$ cat config.mk
export PLATFORM = sky130hd
export DESIGN_NAME = alu_unit
export DESIGN_NICKNAME = d
export VERILOG_FILES = /design/src/rv32i_types.sv /design/src/alu_unit.sv
export SDC_FILE = /design/constraint.sdc
export NUM_CORES = 1
export LEC_CHECK = 0
export ABC_CLOCK_PERIOD_IN_PS = 12300
export BUFFER_PORTS_ARGS = -buffer_cell sky130_fd_sc_hd__buf_2
export CORE_UTILIZATION = 40
export DETAILED_ROUTE_END_ITERATION = 8
export GPL_TIMING_DRIVEN = 0
export PLACE_DENSITY = 0.6
export SLEW_MARGIN = 10
export SYNTH_ARGS = -nofsm -noshare
export SYNTH_HDL_FRONTEND = slang
export SYNTH_SLANG_ARGS = --single-unit
$ cat constraint.sdc
create_clock -name vclk -period 12.3
set_clock_uncertainty 0.15 [all_clocks]
set_input_delay 1.23 -clock vclk [all_inputs]
set_output_delay 1.23 -clock vclk [all_outputs]
set_load 0.05 [all_outputs]
$ cat src/rv32i_types.sv
package rv32i_types;

    typedef logic [31:0] word_t;

    // physical tag width, carried inside the packed structs
    localparam int PHYS_REG_BITS = 6;

    typedef logic [PHYS_REG_BITS-1:0] phys_reg_t;
    typedef logic [4:0]               arch_reg_t;

    // functional unit select, zero means an idle slot
    typedef logic [1:0] fu_sel_t;

    localparam fu_sel_t FU_NONE = 2'd0;
    localparam fu_sel_t FU_ALU  = 2'd1;
    localparam fu_sel_t FU_MUL  = 2'd2;
    localparam fu_sel_t FU_DIV  = 2'd3;

    typedef logic [2:0] alu_op_t;

    localparam alu_op_t ALU_ADD = 3'd0;
    localparam alu_op_t ALU_SUB = 3'd1;
    localparam alu_op_t ALU_AND = 3'd2;
    localparam alu_op_t ALU_OR  = 3'd3;
    localparam alu_op_t ALU_XOR = 3'd4;
    localparam alu_op_t ALU_SLT = 3'd5;
    localparam alu_op_t ALU_SLL = 3'd6;
    localparam alu_op_t ALU_SRL = 3'd7;

    // high selects mulhu for the multiplier and rem for the divider
    typedef struct packed {
        logic      valid;
        fu_sel_t   fu;
        alu_op_t   alu_op;
        logic      high;
        logic      use_imm;
        word_t     imm;
        phys_reg_t rs1;
        phys_reg_t rs2;
        phys_reg_t rd;
        arch_reg_t arch_rs1;
        arch_reg_t arch_rs2;
        arch_reg_t arch_rd;
    } issue_pkt_t;

    typedef struct packed {
        logic      start;
        alu_op_t   op;
        logic      high;
        logic      use_imm;
        word_t     imm;
        phys_reg_t rd;
        arch_reg_t arch_rd;
    } fu_req_t;

    typedef struct packed {
        logic      valid;
        phys_reg_t rd;
        arch_reg_t arch_rd;
        word_t     value;
    } wb_pkt_t;

    typedef struct packed {
        logic      valid;
        phys_reg_t rd;
        word_t     value;
    } cmpl_pkt_t;

endpackage

$ cat src/alu_unit.sv
`timescale 1ns/1ps

module alu_unit (
    input  rv32i_types::fu_req_t req,
    input  rv32i_types::word_t   op1,
    input  rv32i_types::word_t   op2,
    output rv32i_types::wb_pkt_t result
);
    import rv32i_types::*;

    word_t      src_b;
    logic [4:0] shamt;
    word_t      alu_out;

    // immediate replaces rs2 when selected
    assign src_b = req.use_imm ? req.imm : op2;
    assign shamt = src_b[4:0];

    always_comb begin
        case (req.op)
            ALU_ADD: alu_out = op1 + src_b;
            ALU_SUB: alu_out = op1 - src_b;
            ALU_AND: alu_out = op1 & src_b;
            ALU_OR:  alu_out = op1 | src_b;
            ALU_XOR: alu_out = op1 ^ src_b;
            ALU_SLT: begin
                // signed compare
                alu_out = {31'b0, $signed(op1) < $signed(src_b)};
            end
            ALU_SLL: alu_out = op1 << shamt;
            ALU_SRL: alu_out = op1 >> shamt;
            default: alu_out = '0;
        endcase
    end

    // result is ready in the issue cycle, writeback registers it
    always_comb begin
        result.valid   = req.start;
        result.rd      = req.rd;
        result.arch_rd = req.arch_rd;
        result.value   = alu_out;
    end

endmodule

# Word level (Yosys, flattened, before mapping)
# Index checks and enable logic that the tools add are counted.
# classes
addsub	2
n_lt_le_gt_ge	1
n_eq_ne	7
shifts	2
mux	2
bitwise	3
n_reduce_logical	1
# op_table
cell	n
32-bit one-hot mux with 8 select lines	1
32-bit adder	1
32-bit AND	1
32-bit less-than comparator	1
32-bit 2-to-1 mux	1
32-bit OR	1
32-bit by 5-bit << shifter with 32-bit output	1
32-bit by 5-bit right shift with 32-bit output	1
32-bit subtractor	1
32-bit XOR	1
3-bit == test, second input constant	4
3-bit by 2-bit == test with 1-bit output, second input constant	2
3-bit by 1-bit == test with 1-bit output, second input constant	1
3-bit zero test	1
# word_totals
regBits	0
input_bits	113
output_inout_bits	44
word_cells	18

# Longest topological paths before layout
# logic_depth
word_depth	3
mapped_depth	19
mapped_depth_nobuf	15

# Worst setup path after synthesis
# Ideal clock, no wire load.
# synth_path
path_kind	in2out
startpoint	in req[43] in the netlist's numbering
endpoint	out result[27] in the netlist's numbering
arrival_time_ns	6.210
required_ns	10.920
slack_ns	4.710
path_stages	16
path_cell_list	buf_6 > clkbuf_1 > mux2i_1 > buf_2 > clkbuf_1 > clkbuf_1 > ha_1 > clkbuf_1 > nand4b_1 > nand4_1 > a21oi_1 > o211ai_1 > nand2_1 > o21ai_0 > o21ai_0 > o311ai_0
# synth_lines
element	line	source
from (decl)	alu_unit.sv:4	input rv32i_types::fu_req_t req,
to (decl)	alu_unit.sv:7	output rv32i_types::wb_pkt_t result

==> qor.yml <==
run_status:
  status: "finished clean"
cells_and_area:
  antenna_cells: 0
  nClkBuffers: 0
  nFlopsAndLatches: 0
  postLayoutCoreUtil_pct: 46.1
  fill_cells: 2324
  fin_nets: 1688
  area_delta_synth_final_pct: 12.2
  drive_gt1_share_pct: 13.6
  regArea_um2: 0
global_routing:
  grt_pass1_wl_um: 72400
  grt_use_met2_pct: 69.1
  grt-busiest-layer: "met2"
  grt_max_degree: 13
  gr-usage-met3_pct: 7.49
  globalRouteMet1Util_pct: 59.3
  grt_pass1_vias: 10800
  gr-total-overflow: 0
  antenna_found_initial: 1
  grt_util_all_layers_pct: 44.2
sta:
  whs_ns: 2.61
  fin_crit_sh_pct: 78.0
  hold_viol: 0
  worst_slew_pin_slew_ns: 1.26
  slew_violations: 0
  fin_crit_ns: 9.59
  timing.fmax_mhz: 104
  grt_setup_unrepaired: "false"
  slew_headroom_pct: 15.4
  setup_viol: 0
  finalSetupTns_ns: 0
  setup_ws_ns: 2.71
route:
  routedWlPerCell_um: 29.1
  firstDrtPassIters: 9
  wl_um: 50700
  ant_nets: 0
  vias: 11900
  drc: 0
  drt-vias-per-instance: 6.81
  drt_first_iter_violations: 1643
logic_synthesis:
  synth_top_area_share_pct: 15.1
  synth.cell_area_um2: 8690
  synthTopCellsByCount: "156 x nor2_1, 132 x nand2_1, 126 x a21oi_1, 105 x ha_1, 101 x o21ai_0"
  yosys.area.top_type: "ha_1"
  synth.avg_cell_area_um2: 6.57
  yosysMostFrequentCell: "nor2_1"
  synth_nets: 1543
  ys_warn_count: 0
  postSynthCellCount: 1323
  seq_area_frac_synth_pct: 0
  synth_cell_type_count: 68
  synth_area_leaders: "ha_1 15%, mux2i_1 9.9%, a21oi_1 7.3%, nor2_1 6.7%, o21ai_0 5.8%"
critical_path:
  slowest_stage: "o41ai_1"
  path_cells: "buf_6 -> mux2i_4 -> clkbuf_1 -> buf_1 -> buf_1 -> buf_1 -> ha_1 -> inv_1 -> a21oi_1 -> o211ai_1 -> a31oi_1 -> o41ai_1 -> a41oi_1 -> o21ai_0 -> xnor2_1 -> a221oi_1 -> o311ai_0 -> buf_2"
  cp-start-kind: "primary input"
  cp_max_fo: 11
  slowest_delay_ns: 0.72
  crit_arrival_ns: 8.21
  crit_required_ns: 10.92
  crit_type: "in2out"
  cp-end-kind: "output port"
  crit_top_cell: "buf_1"
cts:
  postCtsHoldBufs: 0
  cts_resized: 0
  cts_setup_buffers: 0
floorplan:
  core_um2: 21200
  initial_core_util_pct: 41.1
  std_cell_rows: 53
  die-area_um2: 22300
  io_pins: 157
  die_w_um: 149
  die_y_um: 149
placement:
  dp_hpwl_um: 41100
  pre_cts_slack_ns: 2.92
  gp_congestion: 1.02
  port_buffers: 143
hold_path:
  hold_path.class: "in2out"
job:
  cap_violations: 0
power_and_ir_drop:
  cellPowerDensity_nw_per_um2: 72.4
  cellLeakagePower_nw: 4.42
  worst_ir_drop_vdd_uv: 56.9
## metrics by stage
stage | power [mW] | cell area (um^2) | cells
floorplan | 0.448 | 8690 | 1323
global placement | 0.678 | 9750 | 1741
detailed placement | 0.674 | 9750 | 1741
CTS | 0.677 | 9750 | 1741
global route | 0.737 | 9750 | 1741
finish | 0.706 | 9750 | 1741
## metal layers
layer,vias to the layer above,part of all wire [%]
li1,5148,-
met1,5555,39
met2,968,43
met3,179,12
met4,0,5.4
met5,-,0
## logic make-up after synthesis
logic type / count (synthesis) / synth area share, %
compound gates: 458 / 34.6
simple gates: 399 / 19.9
buf+inv: 213 / 9.98
mux: 111 / 16.5
fa+ha+maj: 107 / 15.6
xor+xnor: 35 / 3.53
## worst paths after layout
| kind | depth (start not counted) | start | end | slack (ns) |
|---|---|---|---|---|
| worst max-delay path | 18 | req[43] | result[27] | 2.71 |
| worst min-delay path | 2 | req[9] | result[41] | 2.61 |
## report_power, final
| part | internal, mW | switching (mW) |
|---|---|---|
| logic | 0.210 | 0.496 |
| registers | 0 | 0 |
| clock network | 0 | 0 |
## cell usage in the layout, fill, tap and decap left out, types with 12 or more instances in the layout
cell,count
nand3_1,33
buf_1,22
buf_4,12
a222oi_1,17
a221oi_1,14
buf_2,153
o211ai_1,35
inv_1,100
a211oi_1,29
xnor2_1,31
a32oi_1,13
nor2_1,156
clkbuf_1,62
o21ai_0,101
a31oi_1,15
a21o_1,13
a21oi_1,126
ha_1,105
mux4_2,18
nand2_1,132
mux2i_1,85
nor3_1,21
## critical path: cells and delay by family
kind            cells  cell delay (ns)
xor+xnor            1             0.16
mux                 1             0.55
buf+inv             7             2.96
compound gates      8             2.83
fa+ha+maj           1             0.45
## area by class of cell
class / count / area, um^2 / share of cell area (%)
multi-input combinational: 1110 / 7830 / 80.2
timing repair buffer: 143 / 716 / 7.34
inverter: 106 / 400 / 4.11
buffer: 107 / 467 / 4.79
tap: 275 / 344 / 3.53
Power figures use the tool's default switching activity.
