==> config.mk <==
export PLATFORM = sky130hd
export DESIGN_NAME = mul_unit
export DESIGN_NICKNAME = d
export VERILOG_FILES = /design/src/rv32i_types.sv /design/src/mul_unit.sv
export SDC_FILE = /design/constraint.sdc
export NUM_CORES = 2
export LEC_CHECK = 0
export ABC_AREA = 1
export BUFFER_PORTS_ARGS = -buffer_cell sky130_fd_sc_hd__buf_2
export CAP_MARGIN = 20
export CORE_UTILIZATION = 45
export DETAILED_ROUTE_END_ITERATION = 16
export GPL_TIMING_DRIVEN = 0
export PLACE_DENSITY = 0.71
export SLEW_MARGIN = 10
export SYNTH_ARGS = -nofsm -noshare
export SYNTH_HDL_FRONTEND = slang
export SYNTH_SLANG_ARGS = --single-unit
==> constraint.sdc <==
create_clock -name clk -period 9.82 [get_ports clk]
set_input_delay 1.964 -clock clk [delete_from_list [all_inputs] [get_ports clk]]
set_output_delay 1.964 -clock clk [all_outputs]
set_load 0.01 [all_outputs]
==> src/rv32i_types.sv <==
package rv32i_types;

    typedef logic [31:0] word_t;

    // physical tag width, carried inside the packed structs
    localparam int PHYS_REG_BITS = 6;

    typedef logic [PHYS_REG_BITS-1:0] phys_reg_t;
    typedef logic [4:0]               arch_reg_t;

    // functional unit select, zero means an idle slot
    typedef logic [1:0] fu_sel_t;

    localparam fu_sel_t FU_NONE = 2'd0;
    localparam fu_sel_t FU_ALU  = 2'd1;
    localparam fu_sel_t FU_MUL  = 2'd2;
    localparam fu_sel_t FU_DIV  = 2'd3;

    typedef logic [2:0] alu_op_t;

    localparam alu_op_t ALU_ADD = 3'd0;
    localparam alu_op_t ALU_SUB = 3'd1;
    localparam alu_op_t ALU_AND = 3'd2;
    localparam alu_op_t ALU_OR  = 3'd3;
    localparam alu_op_t ALU_XOR = 3'd4;
    localparam alu_op_t ALU_SLT = 3'd5;
    localparam alu_op_t ALU_SLL = 3'd6;
    localparam alu_op_t ALU_SRL = 3'd7;

    // high selects mulhu for the multiplier and rem for the divider
    typedef struct packed {
        logic      valid;
        fu_sel_t   fu;
        alu_op_t   alu_op;
        logic      high;
        logic      use_imm;
        word_t     imm;
        phys_reg_t rs1;
        phys_reg_t rs2;
        phys_reg_t rd;
        arch_reg_t arch_rs1;
        arch_reg_t arch_rs2;
        arch_reg_t arch_rd;
    } issue_pkt_t;

    typedef struct packed {
        logic      start;
        alu_op_t   op;
        logic      high;
        logic      use_imm;
        word_t     imm;
        phys_reg_t rd;
        arch_reg_t arch_rd;
    } fu_req_t;

    typedef struct packed {
        logic      valid;
        phys_reg_t rd;
        arch_reg_t arch_rd;
        word_t     value;
    } wb_pkt_t;

    typedef struct packed {
        logic      valid;
        phys_reg_t rd;
        word_t     value;
    } cmpl_pkt_t;

endpackage

==> src/mul_unit.sv <==
`timescale 1ns/1ps

module mul_unit #(
    parameter int NUM_MUL_STAGES = 3
) (
    input  logic                 clk,
    input  logic                 rst,
    input  rv32i_types::fu_req_t req,
    input  rv32i_types::word_t   op1,
    input  rv32i_types::word_t   op2,
    output rv32i_types::wb_pkt_t result
);
    import rv32i_types::*;

    typedef struct packed {
        logic        high;
        phys_reg_t   rd;
        arch_reg_t   arch_rd;
        logic [63:0] prod;
    } mul_stage_t;

    logic [NUM_MUL_STAGES-1:0] valid_q;
    mul_stage_t                stage_q [NUM_MUL_STAGES];
    mul_stage_t                last;

    // valid chain, one bit per stage
    always_ff @(posedge clk) begin
        if (rst) begin
            valid_q <= '0;
        end else begin
            valid_q[0] <= req.start;
            for (int i = 1; i < NUM_MUL_STAGES; i++) begin
                valid_q[i] <= valid_q[i-1];
            end
        end
    end

    // full unsigned product in stage 0, carried unchanged afterwards
    always_ff @(posedge clk) begin
        stage_q[0].high    <= req.high;
        stage_q[0].rd      <= req.rd;
        stage_q[0].arch_rd <= req.arch_rd;
        stage_q[0].prod    <= 64'(op1) * 64'(op2);
        for (int i = 1; i < NUM_MUL_STAGES; i++) begin
            stage_q[i] <= stage_q[i-1];
        end
    end

    assign last = stage_q[NUM_MUL_STAGES-1];

    // low half for mul, high half for mulhu
    always_comb begin
        result.valid   = valid_q[NUM_MUL_STAGES-1];
        result.rd      = last.rd;
        result.arch_rd = last.arch_rd;
        result.value   = last.high ? last.prod[63:32] : last.prod[31:0];
    end

endmodule

---- After elaboration in Yosys (flattened, before gate mapping) ----
Memory sizes are Yosys's and may differ from the RTL's.
Cells that the tools add are included.
cells by class
  div/mod/pow operators ................... 0
  magnitude comparators ................... 0
  bitwise logic cells ..................... 0
  mux-type cells .......................... 1
  add/subtract/negate cells ............... 0
  shift-type cells ........................ 0
  reductions and logical operators ........ 0
  multipliers ............................. 1
  equal/unequal tests ..................... 0
operators by type and width
  operator          number
  $mul A32 B32 Y64  1
  $mux W32          1
storage, ports and cells
  flip-flop bits (word level) ............. 3
  RAM bits ................................ 228
  output and inout port bits .............. 44
  logic and storage cells ................. 4
  memories kept ........................... 1
  memory bits (read-only) ................. 0
  input bits .............................. 115
  bits in latches ......................... 0
memory list
  name     words  width  read ports  clocked after memory_dff  wr ports  line            text
  stage_q  3      76     3           0                         3         mul_unit.sv:23  mul_stage_t stage_q [NUM_MUL_STAGES];

---- Depth between registers and ports, before layout ----
  depth after elaboration ................. 1
  mapped depth ............................ 30
  depth with buffers taken out ............ 29

---- Worst setup path after synthesis ----
OpenSTA, ideal clock, no wires.
  path kind ............................... input to register
  start ................................... input port op1[25]
  end ..................................... memory stage_q[0][62] (netlist bit)
  path slack .............................. 2.034 ns
  data arrival time ....................... 7.673 ns
  library setup time ...................... 0.112 ns
  buffers on the path ..................... 1
  required time ........................... 9.708 ns
  cell stages on the path ................. 25
  cell sequence ........................... clkbuf_1 -> nand2_1 -> fa_1 -> inv_1 -> fa_1 -> inv_1 -> fa_1 -> inv_1 -> fa_1 -> fa_1 -> fa_1 -> fa_1 -> inv_1 -> fa_1 -> inv_1 -> ha_1 -> nand2_1 -> nor2_2 -> inv_2 -> nor2_4 -> nand2_2 -> nor3_1 -> nand2_1 -> nand3_1 -> nand2_1
RTL lines
  element             line            text
  start: declaration  mul_unit.sv:9   input rv32i_types::word_t op1,
  end: declaration    mul_unit.sv:23

==> impl_results.md <==
- Number of fill cells: 8841
- First drt pass iteration count: 6
- CP bufs+invs: 6
- DP HPWL: 128000 um
- Status: finished clean
- FMAX: 110 MHz
- Horiz. Die Dim: 305 um
- Adder-cell share of the synthesized area: 51.5%
- Nets: 6680
- Layout cell share with drive strength beyond 1: 5.47%
- Setup CP Type: input port to register
- RSZ-0062 raised after global routing: false
- Core Area: 90400 um^2
- Synth Warn #: 0
- Seq/Total Area, Yosys: 11.2%
- HP Class: register to register
- CTS Buf Count: 19
- Synth Area in Simple Gates: 17.1%
- Register area: 4620 um^2
- Final GP Congestion: 1.08
- Cell count after synthesis: 5243
- Most common cell after layout, fill and taps aside: inv_1
- Final Setup Violations: 0
- Global-route wire length before repair: 220000 um
- Clock buffer depth: 3
- Place WS: 0.238 ns
- Compound-Gate Fraction of Synth Area: 0.774%
- Largest family of logic cells by synthesized area: adder cells
- Delay-heaviest family, CP: adder cells
- Post-Syn Area: 41200 um^2
- Via count: 33600
- Clk_skew: 0.00476 ns
- Worst Max-Slew Pin Slew: 1.32 ns
- WHS: 0.323 ns
- Slew HR: 12.3%
- Crit path max fanout: 10
- Tmin final: 9.12 ns
- Total global routing overflow: 0
- Wire per inst: 23.1 um
- Mux share of post-synthesis cell area: 0.874%
- Hold_buf cts: 0
- Die Y: 305 um
- PnR worst setup slack: 0.696 ns
- Synth-to-layout area growth: 7.16%
- Worst-Skew Late Latency: 0.48 ns
- CTS H-tree lvls: 1
- Sink Count: 231
- Slowest cell on the critical path: clkbuf_1
- CTS tree: yes
- Final period util: 92.9%
- Post-synthesis cell type count: 26
- IO buf count: 122
- Critical Path End Type: register
- Via density: 5.10
- Initial core utilization: 45.6%
- Site Rows: 110
- WP data required: 10.17 ns
- Footprint of the multi-input gates: 29300 um^2
- Hold Fails Final Rpt: 0
- Num ports: 159
- Number of max-cap violations: 0
- Net Count, Synth: 6517
- Root buffer cell: clkbuf_16
- Crit path cell chain: buf_2 > clkbuf_1 > nand2_1 > inv_1 > fa_1 > fa_1 > inv_1 > fa_1 > fa_1 > inv_1 > fa_1 > fa_1 > fa_1 > fa_1 > ha_1 > nand2_1 > nor2_1 > inv_1 > nor2_1 > a21oi_1 > nand2_2 > nand2_1 > nand3_1 > nand2_1
- DRT Wirelength: 152000 um
- Fin. max-slew vios: 0
- Synth Register Bits: 231
- Setup Buffers After CTS: 0
- Post-synthesis xor/xnor area fraction: 0.765%
- Critical Path AT: 9.48 ns
- Post-DRT Antenna Nets: 0
- Commonest cells after routing, fill and taps aside: inv_1 (1714), nand2_1 (1566), fa_1 (896)
- # DRC: 0
- Element type at the critical path start: input port
- Antenna violations before repair: 7
- Inst Count DP: 6554
- Crit path top cell by count: fa_1
- Vias in the first global route: 33600
- Starting DRT DRC Count: 3763
- Gr usage total: 33.0%
- Largest net degree at the start of global routing: 17
- Final instance count without filler cells: 6593
- Die ar.: 92900 um^2
- Cts repair resizes: 0
- Clk slew on worst S/H paths: 0.07 ns
- Synth Area per Inst: 7.87 um^2
- Crit path largest cell delay: 0.91 ns
## final timing paths
path / from / end / cells past startpoint / slack (ns)
setup / recovery: op1[16] / stage_q[0][63] / 24 / 0.70
hold / removal: stage_q[0][139] / stage_q[0][215] / 0 / 0.32
setup reg to reg: valid_q[0] / valid_q[1] / 2 / 9.36
hold reg to reg: stage_q[0][139] / stage_q[0][215] / 0 / 0.32
## synth_stat cells (all sizes together)
cell type  number  area, um^2
fa            896       17900
clkbuf        193         724
o21bai         12        93.8
nand4          16         100
dfxtp         231        4620
o21ai           2        10.0
ha            263        3290
inv          1737        6520
nor2          106         500
nor3           18         120
buf            15         105
mux2           32         360
xnor2           4        35.0
a21oi          43         215
nand3          63         355
xor2           32         280
nand2        1580        5970
## cell families (layout without fill, tap and decap cells)
| logic type | count (synthesis) | in the layout |
|---|---|---|
| buf+inv | 1945 | 2118 |
| simple gates | 1783 | 1783 |
| fa+ha+maj | 1159 | 1159 |
| flops | 231 | 231 |
| compound gates | 57 | 57 |
| xor+xnor | 36 | 36 |
| mux | 32 | 32 |
| other cells | 0 | 1 |
## through the flow
stage,area [um^2],setup TNS (ns),utilization (%)
2_1_floorplan,41200,0,-
3_3_place_gp,43300,-0.113,47.9
3_5_place_dp,43500,0,48.1
4_1_cts,44100,0,48.8
5_1_grt,44200,0,48.9
6_report,44200,0,48.9
## state kept, by name, summed over array words and instances (netlist names)
signal / count
stage_q: 228
valid_q: 3
## cell type report
| class | count | area share [%] |
|---|---|---|
| inverters | 1737 | 14.8 |
| repair buffers | 142 | 1.98 |
| well taps | 1176 | 3.33 |
| clock buffers | 27 | 1.23 |
| clock inverters | 4 | 0.119 |
| multi-input cells | 3067 | 66.2 |
| plain buffers | 208 | 1.88 |
| diodes | 1 | 0.00566 |
| flip-flops and latches | 231 | 10.5 |
## metal layers
layer | global-route usage [%] | vias to the layer above | share of wire (%)
met5 | 0 | - | 0.0086
met4 | 18.6 | 2 | 7.0
met3 | 8.10 | 432 | 11
met2 | 50.3 | 1952 | 43
met1 | 43.1 | 16600 | 38
li1 | - | 14600 | -
Power is left out: the tool's default activity adds up to more than one toggle a clock period on the data nets, which glitch-free logic cannot reach.
