==> src/rv32i_types.sv <==
package rv32i_types;

    typedef logic [31:0] word_t;

    // physical tag width, carried inside the packed structs
    localparam int PHYS_REG_BITS = 6;

    typedef logic [PHYS_REG_BITS-1:0] phys_reg_t;
    typedef logic [4:0]               arch_reg_t;

    // functional unit select, zero means an idle slot
    typedef logic [1:0] fu_sel_t;

    localparam fu_sel_t FU_NONE = 2'd0;
    localparam fu_sel_t FU_ALU  = 2'd1;
    localparam fu_sel_t FU_MUL  = 2'd2;
    localparam fu_sel_t FU_DIV  = 2'd3;

    typedef logic [2:0] alu_op_t;

    localparam alu_op_t ALU_ADD = 3'd0;
    localparam alu_op_t ALU_SUB = 3'd1;
    localparam alu_op_t ALU_AND = 3'd2;
    localparam alu_op_t ALU_OR  = 3'd3;
    localparam alu_op_t ALU_XOR = 3'd4;
    localparam alu_op_t ALU_SLT = 3'd5;
    localparam alu_op_t ALU_SLL = 3'd6;
    localparam alu_op_t ALU_SRL = 3'd7;

    // high selects mulhu for the multiplier and rem for the divider
    typedef struct packed {
        logic      valid;
        fu_sel_t   fu;
        alu_op_t   alu_op;
        logic      high;
        logic      use_imm;
        word_t     imm;
        phys_reg_t rs1;
        phys_reg_t rs2;
        phys_reg_t rd;
        arch_reg_t arch_rs1;
        arch_reg_t arch_rs2;
        arch_reg_t arch_rd;
    } issue_pkt_t;

    typedef struct packed {
        logic      start;
        alu_op_t   op;
        logic      high;
        logic      use_imm;
        word_t     imm;
        phys_reg_t rd;
        arch_reg_t arch_rd;
    } fu_req_t;

    typedef struct packed {
        logic      valid;
        phys_reg_t rd;
        arch_reg_t arch_rd;
        word_t     value;
    } wb_pkt_t;

    typedef struct packed {
        logic      valid;
        phys_reg_t rd;
        word_t     value;
    } cmpl_pkt_t;

endpackage

==> src/div_unit.sv <==
`timescale 1ns/1ps

module div_unit (
    input  logic                 clk,
    input  logic                 rst,
    input  rv32i_types::fu_req_t req,
    input  rv32i_types::word_t   op1,
    input  rv32i_types::word_t   op2,
    output rv32i_types::wb_pkt_t result,
    output logic                 busy
);
    import rv32i_types::*;

    typedef enum logic [1:0] {
        DIV_IDLE,
        DIV_RUN,
        DIV_DONE
    } div_state_t;

    div_state_t  state_q;
    logic [4:0]  step_q;
    word_t       quot_q;
    word_t       rem_q;
    word_t       divisor_q;
    logic        high_q;
    phys_reg_t   rd_q;
    arch_reg_t   arch_rd_q;
    logic [32:0] rem_shift;
    logic        take;

    // next dividend bit enters the partial remainder
    assign rem_shift = {rem_q, quot_q[31]};
    assign take      = rem_shift >= {1'b0, divisor_q};

    always_ff @(posedge clk) begin
        if (rst) begin
            state_q <= DIV_IDLE;
            step_q  <= '0;
        end else begin
            case (state_q)
                DIV_IDLE: begin
                    if (req.start) begin
                        state_q <= DIV_RUN;
                        step_q  <= '0;
                    end
                end
                DIV_RUN: begin
                    step_q <= step_q + 5'd1;
                    if (step_q == 5'd31) begin
                        state_q <= DIV_DONE;
                    end
                end
                default: state_q <= DIV_IDLE;
            endcase
        end
    end

    // quotient bits shift in from the bottom as dividend bits leave the top.
    // A zero divisor always subtracts, leaving all ones and rem = dividend
    always_ff @(posedge clk) begin
        if (state_q == DIV_IDLE && req.start) begin
            quot_q    <= op1;
            rem_q     <= '0;
            divisor_q <= op2;
            high_q    <= req.high;
            rd_q      <= req.rd;
            arch_rd_q <= req.arch_rd;
        end else if (state_q == DIV_RUN) begin
            quot_q <= {quot_q[30:0], take};
            rem_q  <= take ? (rem_shift[31:0] - divisor_q) : rem_shift[31:0];
        end
    end

    assign busy = (state_q != DIV_IDLE);

    always_comb begin
        result.valid   = (state_q == DIV_DONE);
        result.rd      = rd_q;
        result.arch_rd = arch_rd_q;
        result.value   = high_q ? rem_q : quot_q;
    end

endmodule

==> config.mk <==
export PLATFORM = sky130hd
export DESIGN_NAME = div_unit
export DESIGN_NICKNAME = d
export VERILOG_FILES = /design/src/rv32i_types.sv /design/src/div_unit.sv
export SDC_FILE = /design/constraint.sdc
export NUM_CORES = 1
export LEC_CHECK = 0
export BUFFER_PORTS_ARGS = -buffer_cell sky130_fd_sc_hd__buf_4
export CORE_ASPECT_RATIO = 0.7
export CORE_MARGIN = 10
export CORE_UTILIZATION = 55
export CTS_CLUSTER_SIZE = 28
export DETAILED_ROUTE_END_ITERATION = 6
export GPL_TIMING_DRIVEN = 0
export PLACE_DENSITY_LB_ADDON = 0.05
export SYNTH_ARGS = -nofsm -noshare
export SYNTH_HDL_FRONTEND = slang
export SYNTH_SLANG_ARGS = --single-unit
==> constraint.sdc <==
create_clock -name clk -period 6.1 [get_ports clk]
set_clock_uncertainty 0.05 [all_clocks]
set_input_delay 0.915 -clock clk [delete_from_list [all_inputs] [get_ports clk]]
set_output_delay 0.915 -clock clk [all_outputs]
set_load 0.1 [all_outputs]
======== After elaboration in Yosys (flattened, before gate mapping) ========
Index checks and enable logic that the tools add are counted.
word-level totals
  bits in registers ....................... 115
  bits in latches ......................... 0
  bits in writable memories ............... 0
  bits in read-only memories .............. 0
  input port bits ......................... 115
  output and inout port bits .............. 45
  word-level logic and storage cells ...... 32
  memories kept ........................... 0
operators by class
  add/subtract/negate cells ............... 2
  $mul .................................... 0
  divide/modulo/power cells ............... 0
  order comparisons ....................... 1
  eq/ne operators ......................... 5
  shift operators ......................... 0
  mux-type cells .......................... 9
  bitwise gates (word level) .............. 0
  reduce and logical (&&, ||, !) cells .... 7
operator list
  cell                                                             count
  32-bit 2-to-1 mux                                                4
  33-bit by 32-bit greater-or-equal comparator with 1-bit output   1
  32-bit subtractor                                                1
  5-bit one-hot mux with 2 select lines                            1
  2-bit nonzero test                                               3
  5-bit by 1-bit adder with 5-bit output, second input constant    1
  5-bit == test, second input constant                             1
  5-bit 2-to-1 mux                                                 1
  2-bit 2-to-1 mux                                                 2
  2-bit != test, second input constant                             2
  2-bit one-hot mux with 2 select lines                            1
  2-bit AND reduction                                              2
  2-bit by 1-bit == test with 1-bit output, second input constant  1
  2-bit == test, second input constant                             1
  2-bit logical NOT                                                1
  1-bit logical AND                                                1

======== Longest topological paths before layout ========
  depth in word-level cells ............... 3
  mapped depth ............................ 13
  mapped depth without buffers ............ 12

======== Worst setup path after synthesis ========
OpenSTA, ideal clock, no wires.
  kind .................................... register to output
  from .................................... register high_q
  to ...................................... output result[31] (netlist name)
  arrival time ............................ 2.867 ns
  required time ........................... 5.135 ns
  setup slack ............................. 2.268 ns
  stages on the path, launching flop included .. 4
  buffers on the path ..................... 2
  cell sequence ........................... edfxtp_1 -> clkbuf_1 -> clkbuf_1 -> o21ai_0
RTL lines
  element                   line            text
  start: declaration        div_unit.sv:25  logic high_q;
  start signal: assignment  div_unit.sv:65  high_q <= req.high;
  end: declaration          div_unit.sv:9   output rv32i_types::wb_pkt_t result,

======== Final worst setup path ========
  from .................................... register rem_q[21]
  to ...................................... register rem_q[6]
on the way
  cells in the longest elaborated chain, start to end .. 2
ends and longest elaborated chain
  element                                                         line            text
  start: declaration                                              div_unit.sv:23  word_t rem_q;
  start signal: assignment                                        div_unit.sv:70  rem_q <= take ? (rem_shift[31:0] - divisor_q) : rem_shift[31:0];
  33-bit by 32-bit greater-or-equal comparator with 1-bit output  div_unit.sv:33  assign take = rem_shift >= {1'b0, divisor_q};
  32-bit 2-to-1 mux                                               div_unit.sv:70
Every way passes these cells.
A chain may end at the register's enable or synchronous reset.

==> impl_metrics.toml <==
[outcome]
status = "complete, no violations"

[drt]
wl_per_cell_um = 18.6
vias_per_cell = 5.65
vias = 5653
drtIter0Drc = 405
wl_um = 18600
drc = 0
firstDrtPassIters = 5
antenna_left = 0

[setup_path]
cp_max_fo = 10
arrival_ns = 3.62
crit_path_start_kind = "register"
rrSetupSlack_ns = 2.76
critPathKind = "register to register"
worst_ep_required_time_ns = 6.38
end_kind = "register"

[sta]
tns_ns = 0
hold_viol_final = 0
tightest_slew_ns = 1.28
fin_crit_sh_pct = 54.8
min_period_ns = 3.34
timing.hold.ws_ns = 0.431
max-slew-margin-rel_pct = 14.6
rsz0062_at_grt = "false"
final_max_slew_viol_count = 0
fmax_mhz = 299
worst_slack_ns = 2.76
setup_viol = 0

[floorplan]
die-height_um = 111
core.rowCount = 33
fp.dieArea_um2 = 16700
pin_count = 160
initial_core_util_pct = 56.0
core_area_um2 = 11600
die_w_um = 150

[logic_synthesis]
netlist.area_leader.share_pct = 35.0
synth_top_cell_by_area = "edfxtp_1"
synth_xor_area_share_pct = 3.76
synth_area_leaders = "edfxtp_1 35%, dfxtp_1 12%, nand2_1 7.9%"
synth_top_family_by_area = "compound AO/OA/AOI/OAI gates"
async_reset_ff_share_pct = 0
synth_nets = 837
ys_seq_elements = 115
yosys_most_used_dff = "edfxtp_1"
synthTopCellsByCount = "138 x nand2_1, 76 x edfxtp_1, 56 x a21oi_1"
synth_enable_flop_cells = 76
ys_seq_area_share_pct = 47.0
synth_compound_area_share_pct = 16.0
yosysWarnings = 0
yosys.area_share.simple_pct = 15.9
synth_area_um2 = 6520
synth_fa_ha_area_share_pct = 6.83
avgSynthCellArea_um2 = 9.49
synth_cell_types = 61
synth.most_common_cell = "nand2_1"
netlist_instances = 687
synthMuxAreaShare_pct = 5.82

[final_layout]
drive_gt1_share_pct = 23.6
syn_to_final_growth_pct = 25.5
stdcell_count = 1000
fillers = 935
antenna_cells = 0
layout.nets = 980

[clock_tree]
clockBufferDepth = 2
cts_buffers = 17
postCtsSetupBuffers = 0
htree_levels = 4
tritoncts = "yes"
post_cts_resize_count = 0
cts_root_buf = "clkbuf_16"
cts_sinks = 115
path_clk_slew_ns = 0.05
clk_latency_ns = 0.42
postCtsHoldBufs = 0

[power_and_ir_drop]
pwr-share-comb_pct = 50.6
power_switching_uw = 2040
power_per_cell_area_nw_per_um2 = 520
finalPower_uw = 4250
swShare_pct = 48.0
p_int_uw = 2210
power_leakage_uw = 0.00359
peakVddDrop_mv = 0.331
pwr-share-seq_pct = 28.5
pwr-share-clk_pct = 21.0

[global_routing]
grt_pass1_vias = 5565
grt_max_degree = 34
antenna_found_initial = 0
track_usage_pct = 22.4
overflow = 0
grt_pass1_wl_um = 29800

[flow_run]
max_cap_violations = 0

[placement]
dp_slack_ns = 2.80
dp.cells = 968
io_buffers = 123
gp_congestion = 0.871
hpwl_um = 14400

[hold_path]
min_path_type = "register to register"
[power groups by stage]
| stage | clock [uW] | combinational [uW] | sequential (uW) |
|---|---|---|---|
| floorplan | 0 | 1620 | 1140 |
| global placement | 0 | 2080 | 1200 |
| detailed placement | 0 | 2110 | 1210 |
| CTS | 895 | 2130 | 1200 |
| global route | 939 | 2320 | 1220 |
| finish | 892 | 2150 | 1210 |
[worst max-delay path, stage by stage (launching register included)]
cell and delay, ns:
dfxtp_1 0.44, ha_1 0.35, a21oi_1 0.35, o21ai_0 0.21, a221oi_1 0.32, o21ai_0 0.22
a21oi_1 0.26, nor3b_1 0.33, buf_6 0.20, buf_2 0.23, a21oi_1 0.10, o21ai_0 0.18
[worst paths after layout]
| check | depth (start not counted) | end | start |
|---|---|---|---|
| min | 2 | step_q[4] | step_q[4] |
| max | 11 | rem_q[6] | rem_q[21] |
| max reg2reg | 11 | rem_q[6] | rem_q[21] |
| min reg2reg | 2 | step_q[4] | step_q[4] |
[layout by cell type, fill, tap and decap left out, types with 5 or more instances in the layout]
| cell | n |
|---|---|
| a211oi_1 | 6 |
| a21o_1 | 13 |
| a21oi_1 | 56 |
| a22oi_1 | 5 |
| a32oi_1 | 7 |
| buf_4 | 123 |
| clkbuf_1 | 29 |
| clkbuf_16 | 17 |
| clkinvlp_4 | 5 |
| dfxtp_1 | 39 |
| edfxtp_1 | 76 |
| ha_1 | 34 |
| inv_1 | 37 |
| mux2_2 | 31 |
| nand2_1 | 138 |
| nand2b_1 | 9 |
| nand3_1 | 8 |
| nand4_1 | 12 |
| nor2_1 | 39 |
| nor2b_1 | 9 |
| o21ai_0 | 35 |
| o21ai_1 | 12 |
| o21bai_1 | 5 |
| xnor2_1 | 16 |
| xor2_1 | 12 |
[cell type report]
cell class	count	area [um2]	share of cell area, %
clock buffer	20	437	5.34
clock inverter	12	82.6	1.01
buffer	35	166	2.03
sequential	115	3060	37.4
inverter	38	143	1.74
tap	157	196	2.40
timing repair buffer	124	943	11.5
multi-input combinational	499	3150	38.5
[per-layer routing]
layer / track usage [%] / share of wire, % / vias to the layer above
li1: - / - / 2733
met1: 33.2 / 48 / 2647
met2: 29.9 / 40 / 255
met3: 8.40 / 12 / 18
met4: 4.78 / 0.85 / 0
met5: 0 / 0 / -
[per-stage QoR]
step / instance area [um2] / utilization (%)
6_report: 8180 / 70.2
5_1_grt: 8180 / 70.2
4_1_cts: 8180 / 70.2
3_5_place_dp: 7660 / 65.8
3_3_place_gp: 7640 / 65.6
2_1_floorplan: 6520 / -
[state kept, by name, indices dropped and copies added (netlist names)]
register and cells:
quot_q 32, high_q 1, step_q 5, arch_rd_q 5, rem_q 32, state_q 2
divisor_q 32, rd_q 6
[cells by family after synthesis]
kind of cell	count (synthesis)
AOI/OAI and AO/OA	166
xor gates and xnor gates	28
adders and majority gates	35
buffers and inverters	73
DFF	115
muxes	34
and+or+nand+nor	236
Note: power is estimated with default switching activity, not from simulation.
