==> src/rv32i_types.sv <==
package rv32i_types;

    typedef logic [31:0] word_t;

    // physical tag width, carried inside the packed structs
    localparam int PHYS_REG_BITS = 6;

    typedef logic [PHYS_REG_BITS-1:0] phys_reg_t;
    typedef logic [4:0]               arch_reg_t;

    // functional unit select, zero means an idle slot
    typedef logic [1:0] fu_sel_t;

    localparam fu_sel_t FU_NONE = 2'd0;
    localparam fu_sel_t FU_ALU  = 2'd1;
    localparam fu_sel_t FU_MUL  = 2'd2;
    localparam fu_sel_t FU_DIV  = 2'd3;

    typedef logic [2:0] alu_op_t;

    localparam alu_op_t ALU_ADD = 3'd0;
    localparam alu_op_t ALU_SUB = 3'd1;
    localparam alu_op_t ALU_AND = 3'd2;
    localparam alu_op_t ALU_OR  = 3'd3;
    localparam alu_op_t ALU_XOR = 3'd4;
    localparam alu_op_t ALU_SLT = 3'd5;
    localparam alu_op_t ALU_SLL = 3'd6;
    localparam alu_op_t ALU_SRL = 3'd7;

    // high selects mulhu for the multiplier and rem for the divider
    typedef struct packed {
        logic      valid;
        fu_sel_t   fu;
        alu_op_t   alu_op;
        logic      high;
        logic      use_imm;
        word_t     imm;
        phys_reg_t rs1;
        phys_reg_t rs2;
        phys_reg_t rd;
        arch_reg_t arch_rs1;
        arch_reg_t arch_rs2;
        arch_reg_t arch_rd;
    } issue_pkt_t;

    typedef struct packed {
        logic      start;
        alu_op_t   op;
        logic      high;
        logic      use_imm;
        word_t     imm;
        phys_reg_t rd;
        arch_reg_t arch_rd;
    } fu_req_t;

    typedef struct packed {
        logic      valid;
        phys_reg_t rd;
        arch_reg_t arch_rd;
        word_t     value;
    } wb_pkt_t;

    typedef struct packed {
        logic      valid;
        phys_reg_t rd;
        word_t     value;
    } cmpl_pkt_t;

endpackage

==> src/issue_router.sv <==
`timescale 1ns/1ps

module issue_router (
    input  rv32i_types::issue_pkt_t issue,
    output rv32i_types::fu_req_t    alu_req,
    output rv32i_types::fu_req_t    mul_req,
    output rv32i_types::fu_req_t    div_req,
    output rv32i_types::phys_reg_t  alu_src1,
    output rv32i_types::phys_reg_t  alu_src2,
    output rv32i_types::arch_reg_t  alu_arch_src1,
    output rv32i_types::arch_reg_t  alu_arch_src2,
    output rv32i_types::phys_reg_t  mul_src1,
    output rv32i_types::phys_reg_t  mul_src2,
    output rv32i_types::arch_reg_t  mul_arch_src1,
    output rv32i_types::arch_reg_t  mul_arch_src2,
    output rv32i_types::phys_reg_t  div_src1,
    output rv32i_types::phys_reg_t  div_src2,
    output rv32i_types::arch_reg_t  div_arch_src1,
    output rv32i_types::arch_reg_t  div_arch_src2
);
    import rv32i_types::*;

    fu_req_t base_req;

    // operation fields go to every unit, only the start strobe is steered
    always_comb begin
        base_req.start   = 1'b0;
        base_req.op      = issue.alu_op;
        base_req.high    = issue.high;
        base_req.use_imm = issue.use_imm;
        base_req.imm     = issue.imm;
        base_req.rd      = issue.rd;
        base_req.arch_rd = issue.arch_rd;
    end

    always_comb begin
        alu_req = base_req;
        mul_req = base_req;
        div_req = base_req;
        // idle read ports sit on tag 0 and read zero
        alu_src1      = '0;
        alu_src2      = '0;
        alu_arch_src1 = '0;
        alu_arch_src2 = '0;
        mul_src1      = '0;
        mul_src2      = '0;
        mul_arch_src1 = '0;
        mul_arch_src2 = '0;
        div_src1      = '0;
        div_src2      = '0;
        div_arch_src1 = '0;
        div_arch_src2 = '0;
        if (issue.valid) begin
            case (issue.fu)
                FU_ALU: begin
                    alu_req.start = 1'b1;
                    alu_src1      = issue.rs1;
                    alu_src2      = issue.rs2;
                    alu_arch_src1 = issue.arch_rs1;
                    alu_arch_src2 = issue.arch_rs2;
                end
                FU_MUL: begin
                    mul_req.start = 1'b1;
                    mul_src1      = issue.rs1;
                    mul_src2      = issue.rs2;
                    mul_arch_src1 = issue.arch_rs1;
                    mul_arch_src2 = issue.arch_rs2;
                end
                FU_DIV: begin
                    div_req.start = 1'b1;
                    div_src1      = issue.rs1;
                    div_src2      = issue.rs2;
                    div_arch_src1 = issue.arch_rs1;
                    div_arch_src2 = issue.arch_rs2;
                end
                default: begin
                end
            endcase
        end
    end

endmodule

==> config.mk <==
export PLATFORM = sky130hd
export DESIGN_NAME = issue_router
export DESIGN_NICKNAME = d
export VERILOG_FILES = /design/src/rv32i_types.sv /design/src/issue_router.sv
export SDC_FILE = /design/constraint.sdc
export NUM_CORES = 1
export LEC_CHECK = 0
export ABC_AREA = 1
export BUFFER_PORTS_ARGS = -buffer_cell sky130_fd_sc_hd__clkbuf_2
export CAP_MARGIN = 20
export CORE_AREA = 2 2 112 114
export DETAILED_ROUTE_END_ITERATION = 8
export DIE_AREA = 0 0 114 116
export PLACE_DENSITY = 0.54
export REMOVE_ABC_BUFFERS = 1
export SLEW_MARGIN = 20
export SYNTH_ARGS = -nofsm -noshare
export SYNTH_HDL_FRONTEND = slang
export SYNTH_SLANG_ARGS = --single-unit
==> constraint.sdc <==
create_clock -name vclk -period 0.8
set_clock_uncertainty 0.05 [all_clocks]
set_input_delay 0.04 -clock vclk [all_inputs]
set_output_delay 0.04 -clock vclk [all_outputs]
set_load 0.02 [all_outputs]
# --- After elaboration in Yosys (flattened, before gate mapping) ---
# Cells that the tools add are included.
totals:
  in_bits: 73
  word_cells: 33
  out_inout_bits: 213
  reg_bits: 0
op_classes:
  n_eq_ne: 3
  muxes: 30
op_table:
  columns: ["cell", "n"]
  rows:
  - ["2-to-1 mux 6 bit", 12]
  - ["2-to-1 mux 5 bit", 12]
  - ["2-to-1 mux 1 bit", 6]
  - ["== test 2 bit (second input constant)", 2]
  - ["== test 2 x 1 -> 1 bit (second input constant)", 1]

# --- Depth between registers and ports, before layout ---
# Gate-level depths: netlist of run 1.
logic_depth:
  ltp_word: 3
  ltp_mapped: 4

# --- Least setup slack after synthesis of run 1 ---
# No wires, ideal clock.
synth_path:
  path_kind: "input-to-output"
  from: "input port issue[71] (netlist bit)"
  to: "output port alu_arch_src1[1]"
  cell_stages: 4
  arrival_time_ps: 626
  path_buffers: 1
  path_slack_ps: 84
  cell_sequence: "inv_1 -> nand3_2 -> buf_6 -> nor2_1"
synth_via:
  elab_chain_cells: 3
synth_rtl:
  columns: ["item", "line_no", "rtl"]
  rows:
  - ["from (decl)", "issue_router.sv:4", "input rv32i_types::issue_pkt_t issue,"]
  - ["== test 2 x 1 -> 1 bit", "issue_router.sv:54", "case (issue.fu)"]
  - ["2-to-1 mux 5 bit", "issue_router.sv:54", null]
  - ["2-to-1 mux 5 bit", "issue_router.sv:53", "if (issue.valid) begin"]
  - ["to (decl)", "issue_router.sv:10", "output rv32i_types::arch_reg_t alu_arch_src1,"]
# No other way between the ends.

# --- Final worst setup path of run 1 ---
layout_path:
  from: "input port issue[72] (netlist bit)"
  to: "output port div_src2[0]"
layout_via:
  elab_chain_cells: 1
layout_rtl:
  columns: ["item", "line_no", "rtl"]
  rows:
  - ["2-to-1 mux 6 bit", "issue_router.sv:53", null]
  - ["to (decl)", "issue_router.sv:17", "output rv32i_types::phys_reg_t div_src2,"]
# No other way between the ends.

==> results of run 1 <==
## area by class of cell
type | instances | area, sq um
well taps | 147 | 184
inverters | 27 | 104
repair buffers | 100 | 961
fillers | 1367 | 10200
multi-input cells | 69 | 510
## synth_stat cells, drive strengths merged
cell,number
nor2,66
nand3,3
buf,150
inv,27
## report_power, final
part	internal (mW)	switching (mW)	total, mW
Clock	0	0	0
Combinational	0.300	0.408	0.709
Sequential	0	0	0
Total	0.300	0.408	0.709
## metal layers
layer | routed length, um | up-vias | part of all wire, %
li1 | - | 470 | -
met1 | 2780 | 531 | 20
met2 | 6870 | 300 | 50
met3 | 3510 | 23 | 26
met4 | 383 | 4 | 2.8
met5 | 96 | - | 0.70
## stage by stage
step | cell area, sq um | util (%) | worst slack [ns]
2_1_floorplan | 379 | - | -0.00597
3_3_place_gp | 1110 | 9.31 | -0.127
3_5_place_dp | 1110 | 9.31 | -0.110
4_1_cts | 1560 | 13.1 | -0.0677
5_1_grt | 1760 | 14.8 | -0.0542
6_report | 1760 | 14.8 | -0.0151
## cells by family (layout without fill, tap and decap cells)
family / after synthesis / after routing / synth area share (%)
and+or+nand+nor: 69 / 69 / 18.2
buffers and inverters: 177 / 127 / 81.8
## what timing repair did
action	in CTS	in global routing
setup endpoints to repair	66	68
gates cloned	1	0
resized for setup	122	112
pin swaps	1	2
## worst paths after layout
path | start | end | slack, ns
worst max-delay path | issue[72] | div_src2[0] | -0.02
worst min-delay path | issue[43] | mul_req[21] | 0.03
==> impl_metrics.toml, run 1 <==
[global_routing]
grt_util_met3_pct = 23.0
top_usage_layer = "met2"
grt_max_degree = 24
grt_use_met1_pct = 11.6
grt_pass1_vias = 1224
met2_usage_pct = 34.2
track_usage_pct = 19.1
grt_pass1_wl_mm = 15.8
antenna_found_initial = 0
grt-ovfl-total = 0

[synthesis]
synth_top_area_cell = "buf_4"
syn_avg_cell_area_sq_um = 6.21
synthTopCellsByArea = "buf_4 71%, nor2_1 16%, inv_1 6.6%"
synth_top_area_share_pct = 70.8
netlist_instances = 246
ys_seq_area_share_pct = 0
yosysWarnings = 0
synth_area_sq_um = 1530
yosysUniqueCellTypes = 5

[critical_path]
cp_num_cells = 5
crit_path_cell_trace = "buf_8, nand3_4, buf_16, nor2_4, buf_8"
critPathMaxFanout = 8
crit_top_cell = "buf_8"
max_stage_delay_ns = 0.21
crit_family = "buffers and inverters"
cp.arrival_ns = 0.73
worstPathRequired_ns = 0.71
worstPathBufferInverterCount = 3
path_class = "input pin to primary output"
crit_slowest_cell = "buf_16"
worst_setup_path_end_kind = "primary output"
startpoint_type = "input pin"

[drt]
viasPerCell = 3.87
via_count = 1328
firstDrtPassIters = 4
drtIter0Drc = 61
drc = 0
wirelength_mm = 13.6
antenna_left = 0
avgRoutedWirePerCell_um = 39.8

[timing]
fin_crit_sh_pct = 102
rsz0062_at_grt = "true"
finalCriticalPeriod_ns = 0.815
hold-worst-slack_ns = 0.0302
finalMaxSlewViolations = 0
setup_viol = 14
hold_viol_final = 0
timing.fmax_ghz = 1.23
tns_ns = -0.0890
worstMarginPinSlew_ns = 0.273
worst_slack_ns = -0.0151
relSlewSlack_pct = 81.8

[pwr]
max-vdd-ir-drop_mv = 0.238
p_leak_nw = 0.886
power_density_nw_per_um2 = 403
finalPower_uw = 709

[finish]
register_area_sq_um = 0
clock_buffers = 0
stdcell_count = 343
antenna_cells = 0
most-common-layout-cells = "33 x buf_4, 26 x inv_1, 26 x clkbuf_2, 23 x nor2_1, 22 x nor2_4"
syn_to_final_growth_pct = 15.2
final_common_cell = "buf_4"
drive_gt1_share_pct = 75.0
seq_cells = 0
nNetsFinal = 271

[hold_path]
hp-class = "input pin to primary output"
hold_depth = 0

[floorplan]
die_w_um = 114
start_util_pct = 12.8
coreArea_sq_um = 11900
dieArea_sq_um = 13200
fp.dieH_um = 116
ios = 286
rows = 40

[status]
violations = "setup timing"
status = "finished, violations left"

[run]
maxCapViolations = 0

[place]
numPlacedInstances = 342
portBuffers = 94
gp_congestion = 0.727
dpl.hpwl_mm = 11.7

[clock_network]
postCtsHoldBufs = 0
post_cts.repair.setup_buffers = 0
Note: power is estimated with default switching activity, not from simulation.
==> inputs of run 2 (changes only) <==
--- a/config.mk
+++ b/config.mk
@@ -12,8 +12,8 @@
 export DETAILED_ROUTE_END_ITERATION = 8
 export DIE_AREA = 0 0 114 116
 export PLACE_DENSITY = 0.54
+export RECOVER_POWER = 100
 export REMOVE_ABC_BUFFERS = 1
-export SLEW_MARGIN = 20
 export SYNTH_ARGS = -nofsm -noshare
 export SYNTH_HDL_FRONTEND = slang
 export SYNTH_SLANG_ARGS = --single-unit
==> impl_metrics.toml, run 2 (synthesized netlist as in run 1, its figures left out) <==
[drt]
avgRoutedWirePerCell_um = 39.8
via_count = 1324
firstDrtPassIters = 4
wirelength_mm = 13.6
drtIter0Drc = 64
viasPerCell = 3.86
antenna_left = 0
drc = 0

[hold_path]
hp-start = "issue[43]"
hold_depth = 0
hp-class = "input pin to primary output"
worstHoldEndpoint = "mul_req[21]"

[finish]
nNetsFinal = 271
fill_cells = 1378
stdcell_count = 343
antenna_cells = 0
most-common-layout-cells = "30 x buf_4, 26 x inv_1, 26 x clkbuf_2, 24 x nor2_1, 22 x nor2_4"
final_common_cell = "buf_4"
register_area_sq_um = 0
clock_buffers = 0
design_area_sq_um = 1730
drive_gt1_share_pct = 74.5
syn_to_final_growth_pct = 13.1
seq_cells = 0
multiInputGateArea_sq_um = 508

[critical_path]
worstPathRequired_ns = 0.71
startpoint_type = "input pin"
max_stage_delay_ns = 0.21
path_class = "input pin to primary output"
critPathMaxFanout = 8
crit_path_cell_trace = "buf_8, nand3_4, buf_16, nor2_4, buf_8"
cp.arrival_ns = 0.72
crit_top_cell = "buf_8"
worst_setup_path_end_kind = "primary output"
crit_slowest_cell = "buf_16"

[status]
violations = "setup timing"
status = "finished, violations left"

[global_routing]
grt_pass1_vias = 1224
grt-ovfl-total = 0
grt_max_degree = 24
antenna_found_initial = 0
track_usage_pct = 19.1
grt_pass1_wl_mm = 15.8

[pwr]
combPwrFrac_pct = 100.0
p_leak_nw = 0.883
max-vdd-ir-drop_mv = 0.236
p_int_uw = 293
p_sw_share_pct = 58.1
pwr-share-clk_pct = 0
power_density_nw_per_um2 = 405
switchingPower_uw = 407
seqPwrFrac_pct = 0

[timing]
fin_crit_sh_pct = 102
timing.fmax_ghz = 1.23
rsz0062_at_grt = "true"
worst_slack_ns = -0.0150
hold_viol_final = 0
worstMarginPinSlew_ns = 0.273
tns_ns = -0.0871
finalMaxSlewViolations = 0
relSlewSlack_pct = 81.8
hold-worst-slack_ns = 0.0302
finalCriticalPeriod_ns = 0.815
setup_viol = 15

[place]
portBuffers = 94
post_dp_cell_area_sq_um = 1110
numPlacedInstances = 342
dpl.hpwl_mm = 11.7
gp_congestion = 0.727

[run]
maxCapViolations = 0

[floorplan]
ios = 286
die_w_um = 114
rows = 40
start_util_pct = 12.8
fp.dieH_um = 116
dieArea_sq_um = 13200
coreArea_sq_um = 11900
==> run 2: cell types whose count changed in the layout (fill, tap and decap cells not counted), sizes merged <==
cell / change
clkbuf: -1
buf: +1
==> run 2: area by class of cell <==
class | instances | share of cell area (%)
tap | 147 | 10.6
inverter | 27 | 6.01
multi-input combinational | 69 | 29.4
timing repair buffer | 100 | 53.9
==> run 2: metrics by stage <==
stage               power [mW]  worst slack (ns)  utilization [%]
floorplan                0.236          -0.00597                -
global placement         0.478            -0.127             9.31
detailed placement       0.478            -0.110             9.31
CTS                      0.625           -0.0677             13.1
global route             0.751           -0.0542             14.5
finish                   0.699           -0.0150             14.5
==> run 2: metal layers <==
layer	share of wire, %	up-vias	global-route usage (%)
met4	2.7	4	4.31
met1	20	536	11.6
met3	26	19	23.0
li1	-	470	-
met2	50	295	34.2
met5	0.70	-	5.93
==> run 2: how the worst max path moves through the flow <==
stage | from | endpoint | slack, ns | cells after the start
floorplan | issue[71] | alu_arch_src1[0] | -0.006 | 3
global placement | issue[70] | mul_src1[0] | -0.13 | 6
detailed placement | issue[70] | mul_src1[0] | -0.11 | 6
CTS | issue[71] | div_arch_src2[2] | -0.07 | 5
global route | issue[72] | div_src1[5] | -0.05 | 5
finish | issue[72] | div_src2[0] | -0.01 | 5
==> run 2: power groups by stage <==
stage / Clock (mW) / Sequential (mW) / Combinational [mW]
final: 0 / 0 / 0.699
after floorplan: 0 / 0 / 0.236
after CTS: 0 / 0 / 0.625
after global routing: 0 / 0 / 0.751
after detailed placement: 0 / 0 / 0.478
after global placement: 0 / 0 / 0.478
==> run 2: critical path, delay by kind of cell <==
family | cells | cell delay, ns
buffers and inverters | 3 | 0.42
AND/OR/NAND/NOR | 2 | 0.26
==> run 2: timing repair <==
item,4_1_cts,5_1_grt
pin swaps,1,2
buffers inserted,0,0
gates cloned,1,0
setup endpoints to repair,66,68
hold buffers,0,0
gates resized for setup,122,112
==> inputs of run 3 (changes only) <==
--- a/config.mk
+++ b/config.mk
@@ -11,7 +11,7 @@
 export CORE_AREA = 2 2 112 114
 export DETAILED_ROUTE_END_ITERATION = 8
 export DIE_AREA = 0 0 114 116
-export PLACE_DENSITY = 0.54
+export PLACE_DENSITY = 0.43
 export RECOVER_POWER = 100
 export REMOVE_ABC_BUFFERS = 1
 export SYNTH_ARGS = -nofsm -noshare
==> impl_metrics.toml, run 3 (synthesized netlist as in run 1, its figures left out) <==
[pwr]
power_density_nw_per_um2 = 401
max-vdd-ir-drop_mv = 0.179
p_leak_nw = 0.883

[finish]
drive_gt1_share_pct = 72.2
clock_buffers = 0
antenna_cells = 0
utilization_pct = 14.5
most-common-layout-cells = "30 x nor2_1, 25 x inv_1, 23 x clkbuf_2, 20 x buf_6, 20 x clkbuf_4"
nNetsFinal = 273
register_area_sq_um = 0
syn_to_final_growth_pct = 13.4
design_area_sq_um = 1730
final_common_cell = "nor2_1"
seq_cells = 0

[critical_path]
path_class = "input pin to primary output"
critPathMaxFanout = 5
worstPathRequired_ns = 0.71
startpoint_type = "input pin"
worst_setup_path_end_kind = "primary output"
cp.arrival_ns = 0.78

[drt]
antenna_left = 0
via_count = 1326
drc = 0
drtIter0Drc = 79
viasPerCell = 3.84
avgRoutedWirePerCell_um = 40.2
firstDrtPassIters = 4
wirelength_mm = 13.9

[timing]
hold_viol_final = 0
finalCriticalPeriod_ns = 0.869
fin_crit_sh_pct = 109
setup_viol = 58
timing.fmax_ghz = 1.15
finalMaxSlewViolations = 0
worstMarginPinSlew_ns = 0.310
worst_slack_ns = -0.0692
relSlewSlack_pct = 79.3
rsz0062_at_grt = "true"

[global_routing]
grt-ovfl-total = 0
grt_pass1_wl_mm = 15.8
grt_pass1_vias = 1106
grt_max_degree = 24
antenna_found_initial = 0
track_usage_pct = 19.3

[status]
status = "finished, violations left"
violations = "setup timing"

[floorplan]
start_util_pct = 12.8
die_w_um = 114
rows = 40
ios = 286
dieArea_sq_um = 13200
coreArea_sq_um = 11900
fp.dieH_um = 116

[run]
maxCapViolations = 0

[place]
dp_slack_ns = -0.164
dpl.hpwl_mm = 11.8
gp_congestion = 0.686
portBuffers = 94
post_dp_cell_area_sq_um = 1090

[hold_path]
hp-class = "input pin to primary output"
[run 3: cell types whose count changed in the layout (fill, tap and decap cells not counted), sizes merged]
cell and delta:
inv -1, clkbuf +19, buf -17, clkinv +1
[run 3: final cells by class]
class / count / area [sq um]
fillers: 1344 / 10200
repair buffers: 102 / 965
multi-input cells: 69 / 470
inverters: 27 / 114
well taps: 147 / 184
[run 3: through the flow]
step | hold slack [ns] | power (mW) | instances | setup TNS [ns]
detailed placement | 0.0304 | 0.465 | 343 | -4.40
CTS | 0.0304 | 0.603 | 344 | -2.52
global route | 0.0301 | 0.741 | 345 | -5.13
global placement | 0.0304 | 0.463 | 343 | -4.16
finish | 0.0302 | 0.694 | 345 | -1.69
floorplan | 0.0300 | 0.236 | 96 | -0.263
[run 3: repair_timing]
item / 4_1_cts / 5_1_grt
hold buffers: 0 / 0
cloned: 1 / 1
setup endpoints to repair: 67 / 69
resized for setup: 122 / 97
pin swaps: 2 / 2
setup buffers: 0 / 0
[run 3: critical path, cell delays in order]
cell,delay (ns)
clkbuf_16,0.14
clkinv_8,0.04
nand3_4,0.13
buf_8,0.20
nor2_4,0.11
buf_6,0.12
[run 3: path summary, 6_finish.rpt]
kind | start | end | slack (ns) | cells past startpoint
setup / recovery | issue[71] | alu_arch_src1[2] | -0.07 | 6
hold / removal | issue[18] | div_req[8] | 0.03 | 0
[run 3: metal layers]
metal / GRT usage [%] / share of wire [%] / up-vias
li1: - / - / 471
met1: 13.7 / 24 / 575
met5: 5.19 / 0.30 / -
met3: 20.5 / 23 / 20
met2: 32.9 / 49 / 258
met4: 7.40 / 4.8 / 2
[run 3: report_power, final]
part           leakage, nW  total [mW]  internal, mW  switching [mW]
Combinational        0.883       0.694         0.295           0.399
Clock                    0           0             0               0
Sequential               0           0             0               0
